$ cat config.mk
export PLATFORM = sky130hd
export DESIGN_NAME = rooth_exec
export DESIGN_NICKNAME = d
export VERILOG_FILES = /design/src/common/rooth_pkg.sv /design/src/verilog/regs_file.sv /design/src/verilog/wb_arbiter.sv /design/src/verilog/issue_ctrl.sv /design/src/div/div_unit.sv /design/src/lsu/lsu_unit.sv /design/src/verilog/rooth_exec.sv
export VERILOG_INCLUDE_DIRS = /design/src /design/src/common
export SDC_FILE = /design/constraint.sdc
export NUM_CORES = 2
export LEC_CHECK = 0
export BUFFER_PORTS_ARGS = -buffer_cell sky130_fd_sc_hd__buf_2
export CORE_MARGIN = 5
export CORE_UTILIZATION = 35
export CTS_CLUSTER_SIZE = 14
export DETAILED_ROUTE_END_ITERATION = 10
export GPL_TIMING_DRIVEN = 0
export REMOVE_ABC_BUFFERS = 1
export SYNTH_ARGS = -nofsm -noshare
export SYNTH_HDL_FRONTEND = slang
export SYNTH_SLANG_ARGS = --single-unit
$ cat constraint.sdc
create_clock -name clk -period 16.4 [get_ports clk]
set_input_delay 2.46 -clock clk [delete_from_list [all_inputs] [get_ports clk]]
set_output_delay 2.46 -clock clk [all_outputs]
set_load 0.05 [all_outputs]
$ cat src/common/rooth_defines.svh
`ifndef ROOTH_DEFINES_SVH
`define ROOTH_DEFINES_SVH

// datapath width
`define ROOTH_XLEN          32

// integer register file
`define ROOTH_REG_NUM       32
`define ROOTH_REG_ADDR_W    5

// one quotient bit per step
`define ROOTH_DIV_STEPS     32

`endif

$ cat src/common/rooth_pkg.sv
`include "rooth_defines.svh"

package rooth_pkg;

    typedef logic [`ROOTH_XLEN-1:0]       word_t;
    typedef logic [`ROOTH_REG_ADDR_W-1:0] reg_addr_t;

    // low two bits of a divide op match div_op_e
    typedef enum logic [2:0] {
        OP_DIV  = 3'd0,
        OP_DIVU = 3'd1,
        OP_REM  = 3'd2,
        OP_REMU = 3'd3,
        OP_LW   = 3'd4,
        OP_SW   = 3'd5
    } exec_op_e;

    typedef enum logic [1:0] {
        DOP_DIV  = 2'd0,
        DOP_DIVU = 2'd1,
        DOP_REM  = 2'd2,
        DOP_REMU = 2'd3
    } div_op_e;

endpackage

$ cat src/verilog/regs_file.sv
`timescale 1ns/1ps
`include "rooth_defines.svh"

module regs_file (
    input  logic                 clk,
    input  logic                 arst_n_i,
    input  rooth_pkg::reg_addr_t rs1_addr_i,
    input  rooth_pkg::reg_addr_t rs2_addr_i,
    output rooth_pkg::word_t     rs1_data_o,
    output rooth_pkg::word_t     rs2_data_o,
    input  rooth_pkg::reg_addr_t dbg_addr_i,
    output rooth_pkg::word_t     dbg_rdata_o,
    input  logic                 we_i,
    input  rooth_pkg::reg_addr_t waddr_i,
    input  rooth_pkg::word_t     wdata_i
);
    import rooth_pkg::*;

    // x0 has no storage
    word_t regs_q [1:`ROOTH_REG_NUM-1];

    always_ff @(posedge clk or negedge arst_n_i) begin
        if (!arst_n_i) begin
            for (int i = 1; i < `ROOTH_REG_NUM; i++) begin
                regs_q[i] <= '0;
            end
        end else if (we_i && waddr_i != '0) begin
            regs_q[waddr_i] <= wdata_i;
        end
    end

    assign rs1_data_o  = (rs1_addr_i == '0) ? '0 : regs_q[rs1_addr_i];
    assign rs2_data_o  = (rs2_addr_i == '0) ? '0 : regs_q[rs2_addr_i];
    assign dbg_rdata_o = (dbg_addr_i == '0) ? '0 : regs_q[dbg_addr_i];

endmodule

$ cat src/verilog/wb_arbiter.sv
`timescale 1ns/1ps

module wb_arbiter (
    input  logic                 clk,
    input  logic                 arst_n_i,
    input  logic                 dbg_we_i,
    input  rooth_pkg::reg_addr_t dbg_addr_i,
    input  rooth_pkg::word_t     dbg_wdata_i,
    input  logic                 div_wb_req_i,
    input  rooth_pkg::reg_addr_t div_wb_rd_i,
    input  rooth_pkg::word_t     div_wb_data_i,
    output logic                 div_wb_gnt_o,
    input  logic                 lsu_wb_req_i,
    input  rooth_pkg::reg_addr_t lsu_wb_rd_i,
    input  rooth_pkg::word_t     lsu_wb_data_i,
    output logic                 lsu_wb_gnt_o,
    output logic                 we_o,
    output rooth_pkg::reg_addr_t waddr_o,
    output rooth_pkg::word_t     wdata_o
);
    import rooth_pkg::*;

    // set when lsu wins the next tie
    logic prio_lsu_q;

    // debug write always wins
    assign div_wb_gnt_o = ~dbg_we_i & div_wb_req_i & (~lsu_wb_req_i | ~prio_lsu_q);
    assign lsu_wb_gnt_o = ~dbg_we_i & lsu_wb_req_i & (~div_wb_req_i | prio_lsu_q);

    always_ff @(posedge clk or negedge arst_n_i) begin
        if (!arst_n_i) begin
            prio_lsu_q <= 1'b0;
        end else if (div_wb_gnt_o) begin
            prio_lsu_q <= 1'b1;
        end else if (lsu_wb_gnt_o) begin
            prio_lsu_q <= 1'b0;
        end
    end

    always_comb begin
        we_o    = dbg_we_i | div_wb_gnt_o | lsu_wb_gnt_o;
        waddr_o = dbg_addr_i;
        wdata_o = dbg_wdata_i;
        if (div_wb_gnt_o) begin
            waddr_o = div_wb_rd_i;
            wdata_o = div_wb_data_i;
        end else if (lsu_wb_gnt_o) begin
            waddr_o = lsu_wb_rd_i;
            wdata_o = lsu_wb_data_i;
        end
    end

    // a request waits unchanged for its grant
    a_div_req_held: assert property (@(posedge clk) disable iff (!arst_n_i)
        (div_wb_req_i && !div_wb_gnt_o) |=>
            div_wb_req_i && $stable(div_wb_rd_i) && $stable(div_wb_data_i));

    a_lsu_req_held: assert property (@(posedge clk) disable iff (!arst_n_i)
        (lsu_wb_req_i && !lsu_wb_gnt_o) |=>
            lsu_wb_req_i && $stable(lsu_wb_rd_i) && $stable(lsu_wb_data_i));

endmodule

$ cat src/verilog/issue_ctrl.sv
`timescale 1ns/1ps
`include "rooth_defines.svh"

module issue_ctrl (
    input  logic                 clk,
    input  logic                 arst_n_i,
    input  logic                 req_i,
    input  rooth_pkg::exec_op_e  op_i,
    input  rooth_pkg::reg_addr_t rs1_i,
    input  rooth_pkg::reg_addr_t rs2_i,
    input  rooth_pkg::reg_addr_t rd_i,
    input  rooth_pkg::word_t     imm_i,
    output logic                 ack_o,
    input  logic                 halt_i,
    output rooth_pkg::reg_addr_t rs1_addr_o,
    output rooth_pkg::reg_addr_t rs2_addr_o,
    input  rooth_pkg::word_t     rs1_data_i,
    input  rooth_pkg::word_t     rs2_data_i,
    output logic                 div_start_o,
    output rooth_pkg::div_op_e   div_op_o,
    output logic                 lsu_start_o,
    output logic                 lsu_we_o,
    output rooth_pkg::word_t     opa_o,
    output rooth_pkg::word_t     opb_o,
    output rooth_pkg::word_t     imm_o,
    output rooth_pkg::reg_addr_t rd_o,
    input  logic                 div_busy_i,
    input  logic                 lsu_busy_i,
    output logic                 busy_o
);
    import rooth_pkg::*;

    logic                      is_div;
    logic                      is_lsu;
    logic                      writes_rd;
    logic                      div_active;
    logic                      lsu_active;
    reg_addr_t                 div_rd_q;
    reg_addr_t                 lsu_rd_q;
    logic                      lsu_load_q;
    logic [`ROOTH_REG_NUM-1:0] pend_mask;
    logic                      clash;
    logic                      unit_free;
    logic                      accept;

    assign is_div    = op_i inside {OP_DIV, OP_DIVU, OP_REM, OP_REMU};
    assign is_lsu    = op_i inside {OP_LW, OP_SW};
    assign writes_rd = (op_i != OP_SW);

    // start covers the cycle before the unit raises busy
    assign div_active = div_start_o | div_busy_i;
    assign lsu_active = lsu_start_o | lsu_busy_i;

    // --------------------
    // scoreboard
    always_comb begin
        pend_mask = '0;
        if (div_active) begin
            pend_mask[div_rd_q] = 1'b1;
        end
        if (lsu_active && lsu_load_q) begin
            pend_mask[lsu_rd_q] = 1'b1;
        end
        pend_mask[0] = 1'b0;
    end

    assign clash     = pend_mask[rs1_i] | pend_mask[rs2_i] | (writes_rd & pend_mask[rd_i]);
    assign unit_free = (is_div & ~div_active) | (is_lsu & ~lsu_active);
    assign accept    = req_i & ~ack_o & ~halt_i & unit_free & ~clash;

    assign rs1_addr_o = rs1_i;
    assign rs2_addr_o = rs2_i;
    assign busy_o     = div_active | lsu_active | req_i | ack_o;

    // --------------------
    // handshake and dispatch
    always_ff @(posedge clk or negedge arst_n_i) begin
        if (!arst_n_i) begin
            ack_o       <= 1'b0;
            div_start_o <= 1'b0;
            lsu_start_o <= 1'b0;
            div_rd_q    <= '0;
            lsu_rd_q    <= '0;
            lsu_load_q  <= 1'b0;
        end else begin
            div_start_o <= accept & is_div;
            lsu_start_o <= accept & is_lsu;
            if (accept) begin
                ack_o <= 1'b1;
            end else if (!req_i) begin
                ack_o <= 1'b0;
            end
            if (accept && is_div) begin
                div_rd_q <= rd_i;
            end
            if (accept && is_lsu) begin
                lsu_rd_q   <= rd_i;
                lsu_load_q <= (op_i == OP_LW);
            end
        end
    end

    // operands sampled in the accept cycle
    always_ff @(posedge clk) begin
        if (accept) begin
            div_op_o <= div_op_e'(op_i[1:0]);
            lsu_we_o <= (op_i == OP_SW);
            opa_o    <= rs1_data_i;
            opb_o    <= rs2_data_i;
            imm_o    <= imm_i;
            rd_o     <= rd_i;
        end
    end

    a_no_start_busy: assert property (@(posedge clk) disable iff (!arst_n_i)
        !(div_start_o && div_busy_i) && !(lsu_start_o && lsu_busy_i));

endmodule

$ cat src/div/div_unit.sv
`timescale 1ns/1ps
`include "rooth_defines.svh"

module div_unit (
    input  logic                 clk,
    input  logic                 arst_n_i,
    input  logic                 start_i,
    input  rooth_pkg::div_op_e   op_i,
    input  rooth_pkg::word_t     opa_i,
    input  rooth_pkg::word_t     opb_i,
    input  rooth_pkg::reg_addr_t rd_i,
    output logic                 busy_o,
    output logic                 wb_req_o,
    output rooth_pkg::reg_addr_t wb_rd_o,
    output rooth_pkg::word_t     wb_data_o,
    input  logic                 wb_gnt_i
);
    import rooth_pkg::*;

    localparam int CNT_W = $clog2(`ROOTH_DIV_STEPS);

    typedef enum logic [1:0] {S_IDLE, S_RUN, S_FIX, S_WB} state_e;

    state_e               state_q;
    logic [CNT_W-1:0]     cnt_q;
    logic [`ROOTH_XLEN:0] rem_q;
    logic [`ROOTH_XLEN:0] shift;
    logic [`ROOTH_XLEN:0] diff;
    word_t                quo_q;
    word_t                dvs_q;
    word_t                res;
    logic                 sgn_op;
    logic                 rem_op_q;
    logic                 neg_q_q;
    logic                 neg_r_q;

    assign busy_o   = (state_q != S_IDLE);
    assign wb_req_o = (state_q == S_WB);
    assign sgn_op   = (op_i == DOP_DIV) || (op_i == DOP_REM);

    // one restoring step
    assign shift = {rem_q[`ROOTH_XLEN-1:0], quo_q[`ROOTH_XLEN-1]};
    assign diff  = shift - {1'b0, dvs_q};

    assign res = rem_op_q ? (neg_r_q ? -rem_q[`ROOTH_XLEN-1:0] : rem_q[`ROOTH_XLEN-1:0])
                          : (neg_q_q ? -quo_q : quo_q);

    always_ff @(posedge clk or negedge arst_n_i) begin
        if (!arst_n_i) begin
            state_q <= S_IDLE;
            cnt_q   <= '0;
        end else begin
            case (state_q)
                S_IDLE: if (start_i) begin
                    state_q <= S_RUN;
                    cnt_q   <= '0;
                end
                S_RUN: begin
                    cnt_q <= cnt_q + 1'b1;
                    if (cnt_q == CNT_W'(`ROOTH_DIV_STEPS - 1)) begin
                        state_q <= S_FIX;
                    end
                end
                S_FIX: state_q <= S_WB;
                S_WB: if (wb_gnt_i) begin
                    state_q <= S_IDLE;
                end
                default: state_q <= S_IDLE;
            endcase
        end
    end

    // divide by zero yields all ones and the dividend with no special case,
    // once the quotient sign is kept positive. min / -1 wraps to min itself
    always_ff @(posedge clk) begin
        if (state_q == S_IDLE && start_i) begin
            quo_q    <= (sgn_op && opa_i[`ROOTH_XLEN-1]) ? -opa_i : opa_i;
            dvs_q    <= (sgn_op && opb_i[`ROOTH_XLEN-1]) ? -opb_i : opb_i;
            rem_q    <= '0;
            rem_op_q <= (op_i == DOP_REM) || (op_i == DOP_REMU);
            neg_q_q  <= sgn_op && (opa_i[`ROOTH_XLEN-1] ^ opb_i[`ROOTH_XLEN-1])
                        && (opb_i != '0);
            neg_r_q  <= sgn_op && opa_i[`ROOTH_XLEN-1];
            wb_rd_o  <= rd_i;
        end else if (state_q == S_RUN) begin
            if (!diff[`ROOTH_XLEN]) begin
                rem_q <= diff;
                quo_q <= {quo_q[`ROOTH_XLEN-2:0], 1'b1};
            end else begin
                rem_q <= shift;
                quo_q <= {quo_q[`ROOTH_XLEN-2:0], 1'b0};
            end
        end else if (state_q == S_FIX) begin
            wb_data_o <= res;
        end
    end

    a_start_idle: assert property (@(posedge clk) disable iff (!arst_n_i)
        start_i |-> !busy_o);

endmodule

$ cat src/lsu/lsu_unit.sv
`timescale 1ns/1ps

module lsu_unit (
    input  logic                 clk,
    input  logic                 arst_n_i,
    input  logic                 start_i,
    input  logic                 we_i,
    input  rooth_pkg::word_t     opa_i,
    input  rooth_pkg::word_t     opb_i,
    input  rooth_pkg::word_t     imm_i,
    input  rooth_pkg::reg_addr_t rd_i,
    output logic                 busy_o,
    output logic                 mem_req_o,
    output logic                 mem_we_o,
    output rooth_pkg::word_t     mem_addr_o,
    output rooth_pkg::word_t     mem_wdata_o,
    input  logic                 mem_ack_i,
    input  rooth_pkg::word_t     mem_rdata_i,
    output logic                 wb_req_o,
    output rooth_pkg::reg_addr_t wb_rd_o,
    output rooth_pkg::word_t     wb_data_o,
    input  logic                 wb_gnt_i
);
    import rooth_pkg::*;

    typedef enum logic [1:0] {L_IDLE, L_MEM, L_WB} state_e;

    state_e state_q;

    assign busy_o    = (state_q != L_IDLE);
    assign mem_req_o = (state_q == L_MEM);
    assign wb_req_o  = (state_q == L_WB);

    always_ff @(posedge clk or negedge arst_n_i) begin
        if (!arst_n_i) begin
            state_q <= L_IDLE;
        end else begin
            case (state_q)
                L_IDLE: if (start_i) begin
                    state_q <= L_MEM;
                end
                // store is done at the ack
                L_MEM: if (mem_ack_i) begin
                    state_q <= mem_we_o ? L_IDLE : L_WB;
                end
                L_WB: if (wb_gnt_i) begin
                    state_q <= L_IDLE;
                end
                default: state_q <= L_IDLE;
            endcase
        end
    end

    always_ff @(posedge clk) begin
        if (state_q == L_IDLE && start_i) begin
            mem_addr_o  <= opa_i + imm_i;
            mem_we_o    <= we_i;
            mem_wdata_o <= opb_i;
            wb_rd_o     <= rd_i;
        end
        if (mem_req_o && mem_ack_i) begin
            wb_data_o <= mem_rdata_i;
        end
    end

    a_mem_stable: assert property (@(posedge clk) disable iff (!arst_n_i)
        (mem_req_o && !mem_ack_i) |=>
            $stable(mem_addr_o) && $stable(mem_wdata_o) && $stable(mem_we_o));

endmodule

$ cat src/verilog/rooth_exec.sv
`timescale 1ns/1ps

module rooth_exec (
    input  logic                 clk,
    input  logic                 arst_n_i,
    input  logic                 req_i,
    input  rooth_pkg::exec_op_e  op_i,
    input  rooth_pkg::reg_addr_t rs1_i,
    input  rooth_pkg::reg_addr_t rs2_i,
    input  rooth_pkg::reg_addr_t rd_i,
    input  rooth_pkg::word_t     imm_i,
    output logic                 ack_o,
    output logic                 busy_o,
    output logic                 mem_req_o,
    output logic                 mem_we_o,
    output rooth_pkg::word_t     mem_addr_o,
    output rooth_pkg::word_t     mem_wdata_o,
    input  logic                 mem_ack_i,
    input  rooth_pkg::word_t     mem_rdata_i,
    input  logic                 dbg_halt_i,
    input  logic                 dbg_we_i,
    input  rooth_pkg::reg_addr_t dbg_addr_i,
    input  rooth_pkg::word_t     dbg_wdata_i,
    output rooth_pkg::word_t     dbg_rdata_o
);
    import rooth_pkg::*;

    // issue side
    reg_addr_t rs1_addr;
    reg_addr_t rs2_addr;
    word_t     rs1_data;
    word_t     rs2_data;
    logic      div_start;
    div_op_e   div_op;
    logic      lsu_start;
    logic      lsu_we;
    word_t     opa;
    word_t     opb;
    word_t     imm;
    reg_addr_t rd;
    logic      div_busy;
    logic      lsu_busy;

    // write-back side
    logic      div_wb_req;
    reg_addr_t div_wb_rd;
    word_t     div_wb_data;
    logic      div_wb_gnt;
    logic      lsu_wb_req;
    reg_addr_t lsu_wb_rd;
    word_t     lsu_wb_data;
    logic      lsu_wb_gnt;
    logic      rf_we;
    reg_addr_t rf_waddr;
    word_t     rf_wdata;

    issue_ctrl u_issue_ctrl_0 (
        .clk         ( clk         ),
        .arst_n_i    ( arst_n_i    ),
        .req_i       ( req_i       ),
        .op_i        ( op_i        ),
        .rs1_i       ( rs1_i       ),
        .rs2_i       ( rs2_i       ),
        .rd_i        ( rd_i        ),
        .imm_i       ( imm_i       ),
        .ack_o       ( ack_o       ),
        .halt_i      ( dbg_halt_i  ),
        .rs1_addr_o  ( rs1_addr    ),
        .rs2_addr_o  ( rs2_addr    ),
        .rs1_data_i  ( rs1_data    ),
        .rs2_data_i  ( rs2_data    ),
        .div_start_o ( div_start   ),
        .div_op_o    ( div_op      ),
        .lsu_start_o ( lsu_start   ),
        .lsu_we_o    ( lsu_we      ),
        .opa_o       ( opa         ),
        .opb_o       ( opb         ),
        .imm_o       ( imm         ),
        .rd_o        ( rd          ),
        .div_busy_i  ( div_busy    ),
        .lsu_busy_i  ( lsu_busy    ),
        .busy_o      ( busy_o      )
    );

    regs_file u_regs_file_0 (
        .clk         ( clk         ),
        .arst_n_i    ( arst_n_i    ),
        .rs1_addr_i  ( rs1_addr    ),
        .rs2_addr_i  ( rs2_addr    ),
        .rs1_data_o  ( rs1_data    ),
        .rs2_data_o  ( rs2_data    ),
        .dbg_addr_i  ( dbg_addr_i  ),
        .dbg_rdata_o ( dbg_rdata_o ),
        .we_i        ( rf_we       ),
        .waddr_i     ( rf_waddr    ),
        .wdata_i     ( rf_wdata    )
    );

    div_unit u_div_unit_0 (
        .clk         ( clk         ),
        .arst_n_i    ( arst_n_i    ),
        .start_i     ( div_start   ),
        .op_i        ( div_op      ),
        .opa_i       ( opa         ),
        .opb_i       ( opb         ),
        .rd_i        ( rd          ),
        .busy_o      ( div_busy    ),
        .wb_req_o    ( div_wb_req  ),
        .wb_rd_o     ( div_wb_rd   ),
        .wb_data_o   ( div_wb_data ),
        .wb_gnt_i    ( div_wb_gnt  )
    );

    lsu_unit u_lsu_unit_0 (
        .clk         ( clk         ),
        .arst_n_i    ( arst_n_i    ),
        .start_i     ( lsu_start   ),
        .we_i        ( lsu_we      ),
        .opa_i       ( opa         ),
        .opb_i       ( opb         ),
        .imm_i       ( imm         ),
        .rd_i        ( rd          ),
        .busy_o      ( lsu_busy    ),
        .mem_req_o   ( mem_req_o   ),
        .mem_we_o    ( mem_we_o    ),
        .mem_addr_o  ( mem_addr_o  ),
        .mem_wdata_o ( mem_wdata_o ),
        .mem_ack_i   ( mem_ack_i   ),
        .mem_rdata_i ( mem_rdata_i ),
        .wb_req_o    ( lsu_wb_req  ),
        .wb_rd_o     ( lsu_wb_rd   ),
        .wb_data_o   ( lsu_wb_data ),
        .wb_gnt_i    ( lsu_wb_gnt  )
    );

    wb_arbiter u_wb_arbiter_0 (
        .clk            ( clk         ),
        .arst_n_i       ( arst_n_i    ),
        .dbg_we_i       ( dbg_we_i    ),
        .dbg_addr_i     ( dbg_addr_i  ),
        .dbg_wdata_i    ( dbg_wdata_i ),
        .div_wb_req_i   ( div_wb_req  ),
        .div_wb_rd_i    ( div_wb_rd   ),
        .div_wb_data_i  ( div_wb_data ),
        .div_wb_gnt_o   ( div_wb_gnt  ),
        .lsu_wb_req_i   ( lsu_wb_req  ),
        .lsu_wb_rd_i    ( lsu_wb_rd   ),
        .lsu_wb_data_i  ( lsu_wb_data ),
        .lsu_wb_gnt_o   ( lsu_wb_gnt  ),
        .we_o           ( rf_we       ),
        .waddr_o        ( rf_waddr    ),
        .wdata_o        ( rf_wdata    )
    );

endmodule

==> results.yml <==
timing:
  tns_ns: 0
  max_freq_mhz: 119
  worst_slew_pin_slew_ns: 1.42
  hold_viol: 0
  setup_viol: 0
  finClkSkew_ns: 0.0772
  finalCriticalPeriod_ns: 8.39
  rsz0062_at_grt: "false"
  fin_ws_ns: 8.01
  min_period_over_period: 0.512
  final_max_slew_viol_count: 0
  holdWs_ns: 0.424
  relSlewSlack: 0.0512
setup_path:
  slowest_stage: "mux4_2"
  critical_path_class: "input pin to output pin"
  crit_fanout: 67
  cp.required_ns: 13.94
  crit_path_frequent_cell: "buf_16"
  arrival_ns: 5.93
  worstSetupEndpointType: "output pin"
  critPathMaxStageDelay_ns: 0.49
  crit_chain: "buf_8 -> buf_16 -> buf_16 -> buf_16 -> nor2b_4 -> buf_12 -> a22o_1 -> mux4_2 -> mux2_2 -> buf_2"
  startpoint_type: "input pin"
drt:
  wirelength_mm: 276
  drt_iter0_drc: 6766
  drc: 0
  via_per_inst: 6.06
  final_antenna_net_count: 0
  dr.pass1.iters: 6
  wl_per_cell_um: 28.5
  vias: 58726
global_route:
  grt_pass1_wl_mm: 403
  gr-usage-all-layers: 0.231
  grt_pass1_vias: 57859
  antenna_found_initial: 15
  grt_max_degree: 168
  grt-ovfl-total: 0
die:
  rows: 174
  die_y_um: 484
  start_util: 0.351
  core_area_mm2: 0.224
  die_x_um: 484
  io_pins: 225
  dieArea_mm2: 0.235
synth:
  synth.cell_area_mm2: 0.0788
  synth_top_area_share: 0.323
  seq_area_frac_synth: 0.449
  ys_top_cells_by_area: "dfrtp_1 32%, mux4_2 24%, edfxtp_1 12%"
  yosys-top-cells-count: "1177 x nand2_1, 1123 x o21ai_0, 1016 x dfrtp_1, 854 x mux4_2, 477 x clkbuf_1"
  yosysUniqueCellTypes: 86
  synth-seq-cells: 1358
  ys.flop_type: "dfrtp_1"
  synthArstFlopShare: 0.748
  synth_edf_count: 310
  yosysMostFrequentCell: "nand2_1"
  synth_cells: 6643
  synth_top_area_cell: "dfrtp_1"
  avgSynthCellArea_um2: 11.9
  yosysWarnings: 0
finish:
  final_nets: 6752
  final_area_mm2: 0.0905
  drive_gt1_frac: 0.265
  utilization: 0.403
  syn2layout_area_growth_pct: 14.8
  instances_no_fill: 9684
power_and_ir_drop:
  leakage_nw: 36.7
  seq_power_share: 0.395
  p_per_area_mw_per_mm2: 169
  p_clk_frac: 0.246
  p_int_mw: 9.68
  ir_worst_vdd_uv: 110
  p_switching_mw: 5.61
  swShare: 0.367
  power.total_mw: 15.3
  combPwrFrac: 0.359
clock_network:
  clk_pin_slew_ns: 0.05
  numCtsBuffers: 159
  clk_path_buf_depth: 3
  post_cts_buffers: 0
  tritoncts: "done"
  htreeDepth: 4
  ctsHoldBuffers: 0
  clk_latency_ns: 0.85
  cts_resized: 0
  root_buffer: "clkbuf_16"
  cts.sinks: 1358
run:
  maxCapViolCount: 0
hold_path:
  worstHoldPathType: "flop to flop"
placement:
  io_buffer_count: 224
  gp_congestion: 0.880
  hpwl_mm: 175
  dpl.cell_count: 9382
  place_ws_ns: 7.95
  place_area_mm2: 0.0848
outcome:
  status: "complete, no violations"
## final timing paths
kind / slack [ns] / depth (start not counted) / start / to
setup / recovery: 8.01 / 10 / dbg_addr_i[0] / dbg_rdata_o[5]
hold / removal: 0.42 / 0 / u_issue_ctrl_0.lsu_we_o$_DFFE_PP_ / u_lsu_unit_0.mem_we_o$_DFFE_PP_
setup reg to reg: 10.46 / 11 / u_lsu_unit_0.state_q[1]$_DFFE_PN0P_ / u_regs_file_0.regs_q[463]$_DFFE_PN0P_
hold reg to reg: 0.42 / 0 / u_issue_ctrl_0.lsu_we_o$_DFFE_PP_ / u_lsu_unit_0.mem_we_o$_DFFE_PP_
max in group asynchronous: 12.05 / 4 / arst_n_i / u_regs_file_0.regs_q[410]$_DFFE_PN0P_
min in group asynchronous: 1.65 / 1 / arst_n_i / u_regs_file_0.regs_q[242]$_DFFE_PN0P_
## cell type report
type,instances,area [um^2]
antenna,7,17.5
tap,2992,3740
clock buffer,230,4750
sequential,1358,35400
fill,20756,134000
timing repair buffer,358,4190
multi-input combinational,4558,41100
inverter,116,442
clock inverter,65,851
## cell families after synthesis
family | Yosys count | share of synthesized area
flops | 1358 | 0.449
simple gates | 1540 | 0.0818
buf+inv | 727 | 0.0352
fa+ha+maj | 76 | 0.0123
compound gates | 1616 | 0.117
mux | 1146 | 0.285
xor+xnor | 180 | 0.0200
## per-layer routing
| layer | part of all wire | up-vias | GRT usage |
|---|---|---|---|
| li1 | - | 24871 | - |
| met1 | 0.39 | 29876 | 0.311 |
| met2 | 0.44 | 3276 | 0.347 |
| met3 | 0.11 | 697 | 0.0598 |
| met4 | 0.057 | 6 | 0.113 |
| met5 | 0.00014 | - | 0 |
## flip-flops by register name, summed over array words and instances (netlist names), 2 cells and up
signal                    flops
u_div_unit_0.rem_q           32
u_lsu_unit_0.state_q          2
u_lsu_unit_0.wb_rd_o          5
u_issue_ctrl_0.opa_o         32
u_lsu_unit_0.wb_data_o       32
u_issue_ctrl_0.div_rd_q       5
u_div_unit_0.quo_q           32
u_div_unit_0.wb_rd_o          5
u_div_unit_0.state_q          2
u_div_unit_0.dvs_q           32
u_regs_file_0.regs_q        992
u_issue_ctrl_0.lsu_rd_q       5
u_div_unit_0.cnt_q            5
u_lsu_unit_0.mem_addr_o      32
u_issue_ctrl_0.opb_o         32
u_issue_ctrl_0.rd_o           5
u_issue_ctrl_0.div_op_o       2
u_issue_ctrl_0.imm_o         32
u_div_unit_0.wb_data_o       32
u_lsu_unit_0.mem_wdata_o     32
## power groups by stage
stage                     logic [mW]  registers [mW]  clock network [mW]
after CTS                       5.48            5.98                3.82
after global placement          5.21            5.92                   0
after global routing            5.97            6.20                3.95
after floorplan                 3.80            5.62                   0
after detailed placement        5.46            6.03                   0
final                           5.49            6.04                3.76
## worst max-delay path, delay by kind of cell
family / cells / cell delay (ns)
AOI/OAI and AO/OA: 1 / 0.26
buffers and inverters: 6 / 1.81
muxes: 2 / 0.84
and+or+nand+nor: 1 / 0.31
## layout by cell type, fill, tap and decap left out, types with 26 or more instances in the layout
master | synthesis | final
a22o_1 | 76 | 76
xor2_1 | 74 | 74
a221oi_1 | 32 | 32
edfxtp_1 | 310 | 310
ha_1 | 74 | 72
nand2_1 | 1177 | 1155
clkbuf_16 | 0 | 164
clkbuf_8 | 0 | 40
xnor2_1 | 106 | 106
dfxtp_1 | 32 | 32
buf_2 | 22 | 208
o31ai_1 | 46 | 45
mux2_2 | 185 | 185
buf_16 | 0 | 70
o21ai_0 | 1123 | 1091
clkinv_2 | 0 | 26
a22oi_1 | 31 | 31
inv_1 | 113 | 112
buf_8 | 0 | 49
o21ai_2 | 0 | 32
mux4_2 | 854 | 854
nor2_1 | 116 | 116
dfrtp_1 | 1016 | 1016
a21o_1 | 31 | 31
clkbuf_1 | 477 | 26
mux2i_1 | 98 | 98
nand3_1 | 48 | 37
a21oi_1 | 129 | 128
(Power assumes the default switching activity.)
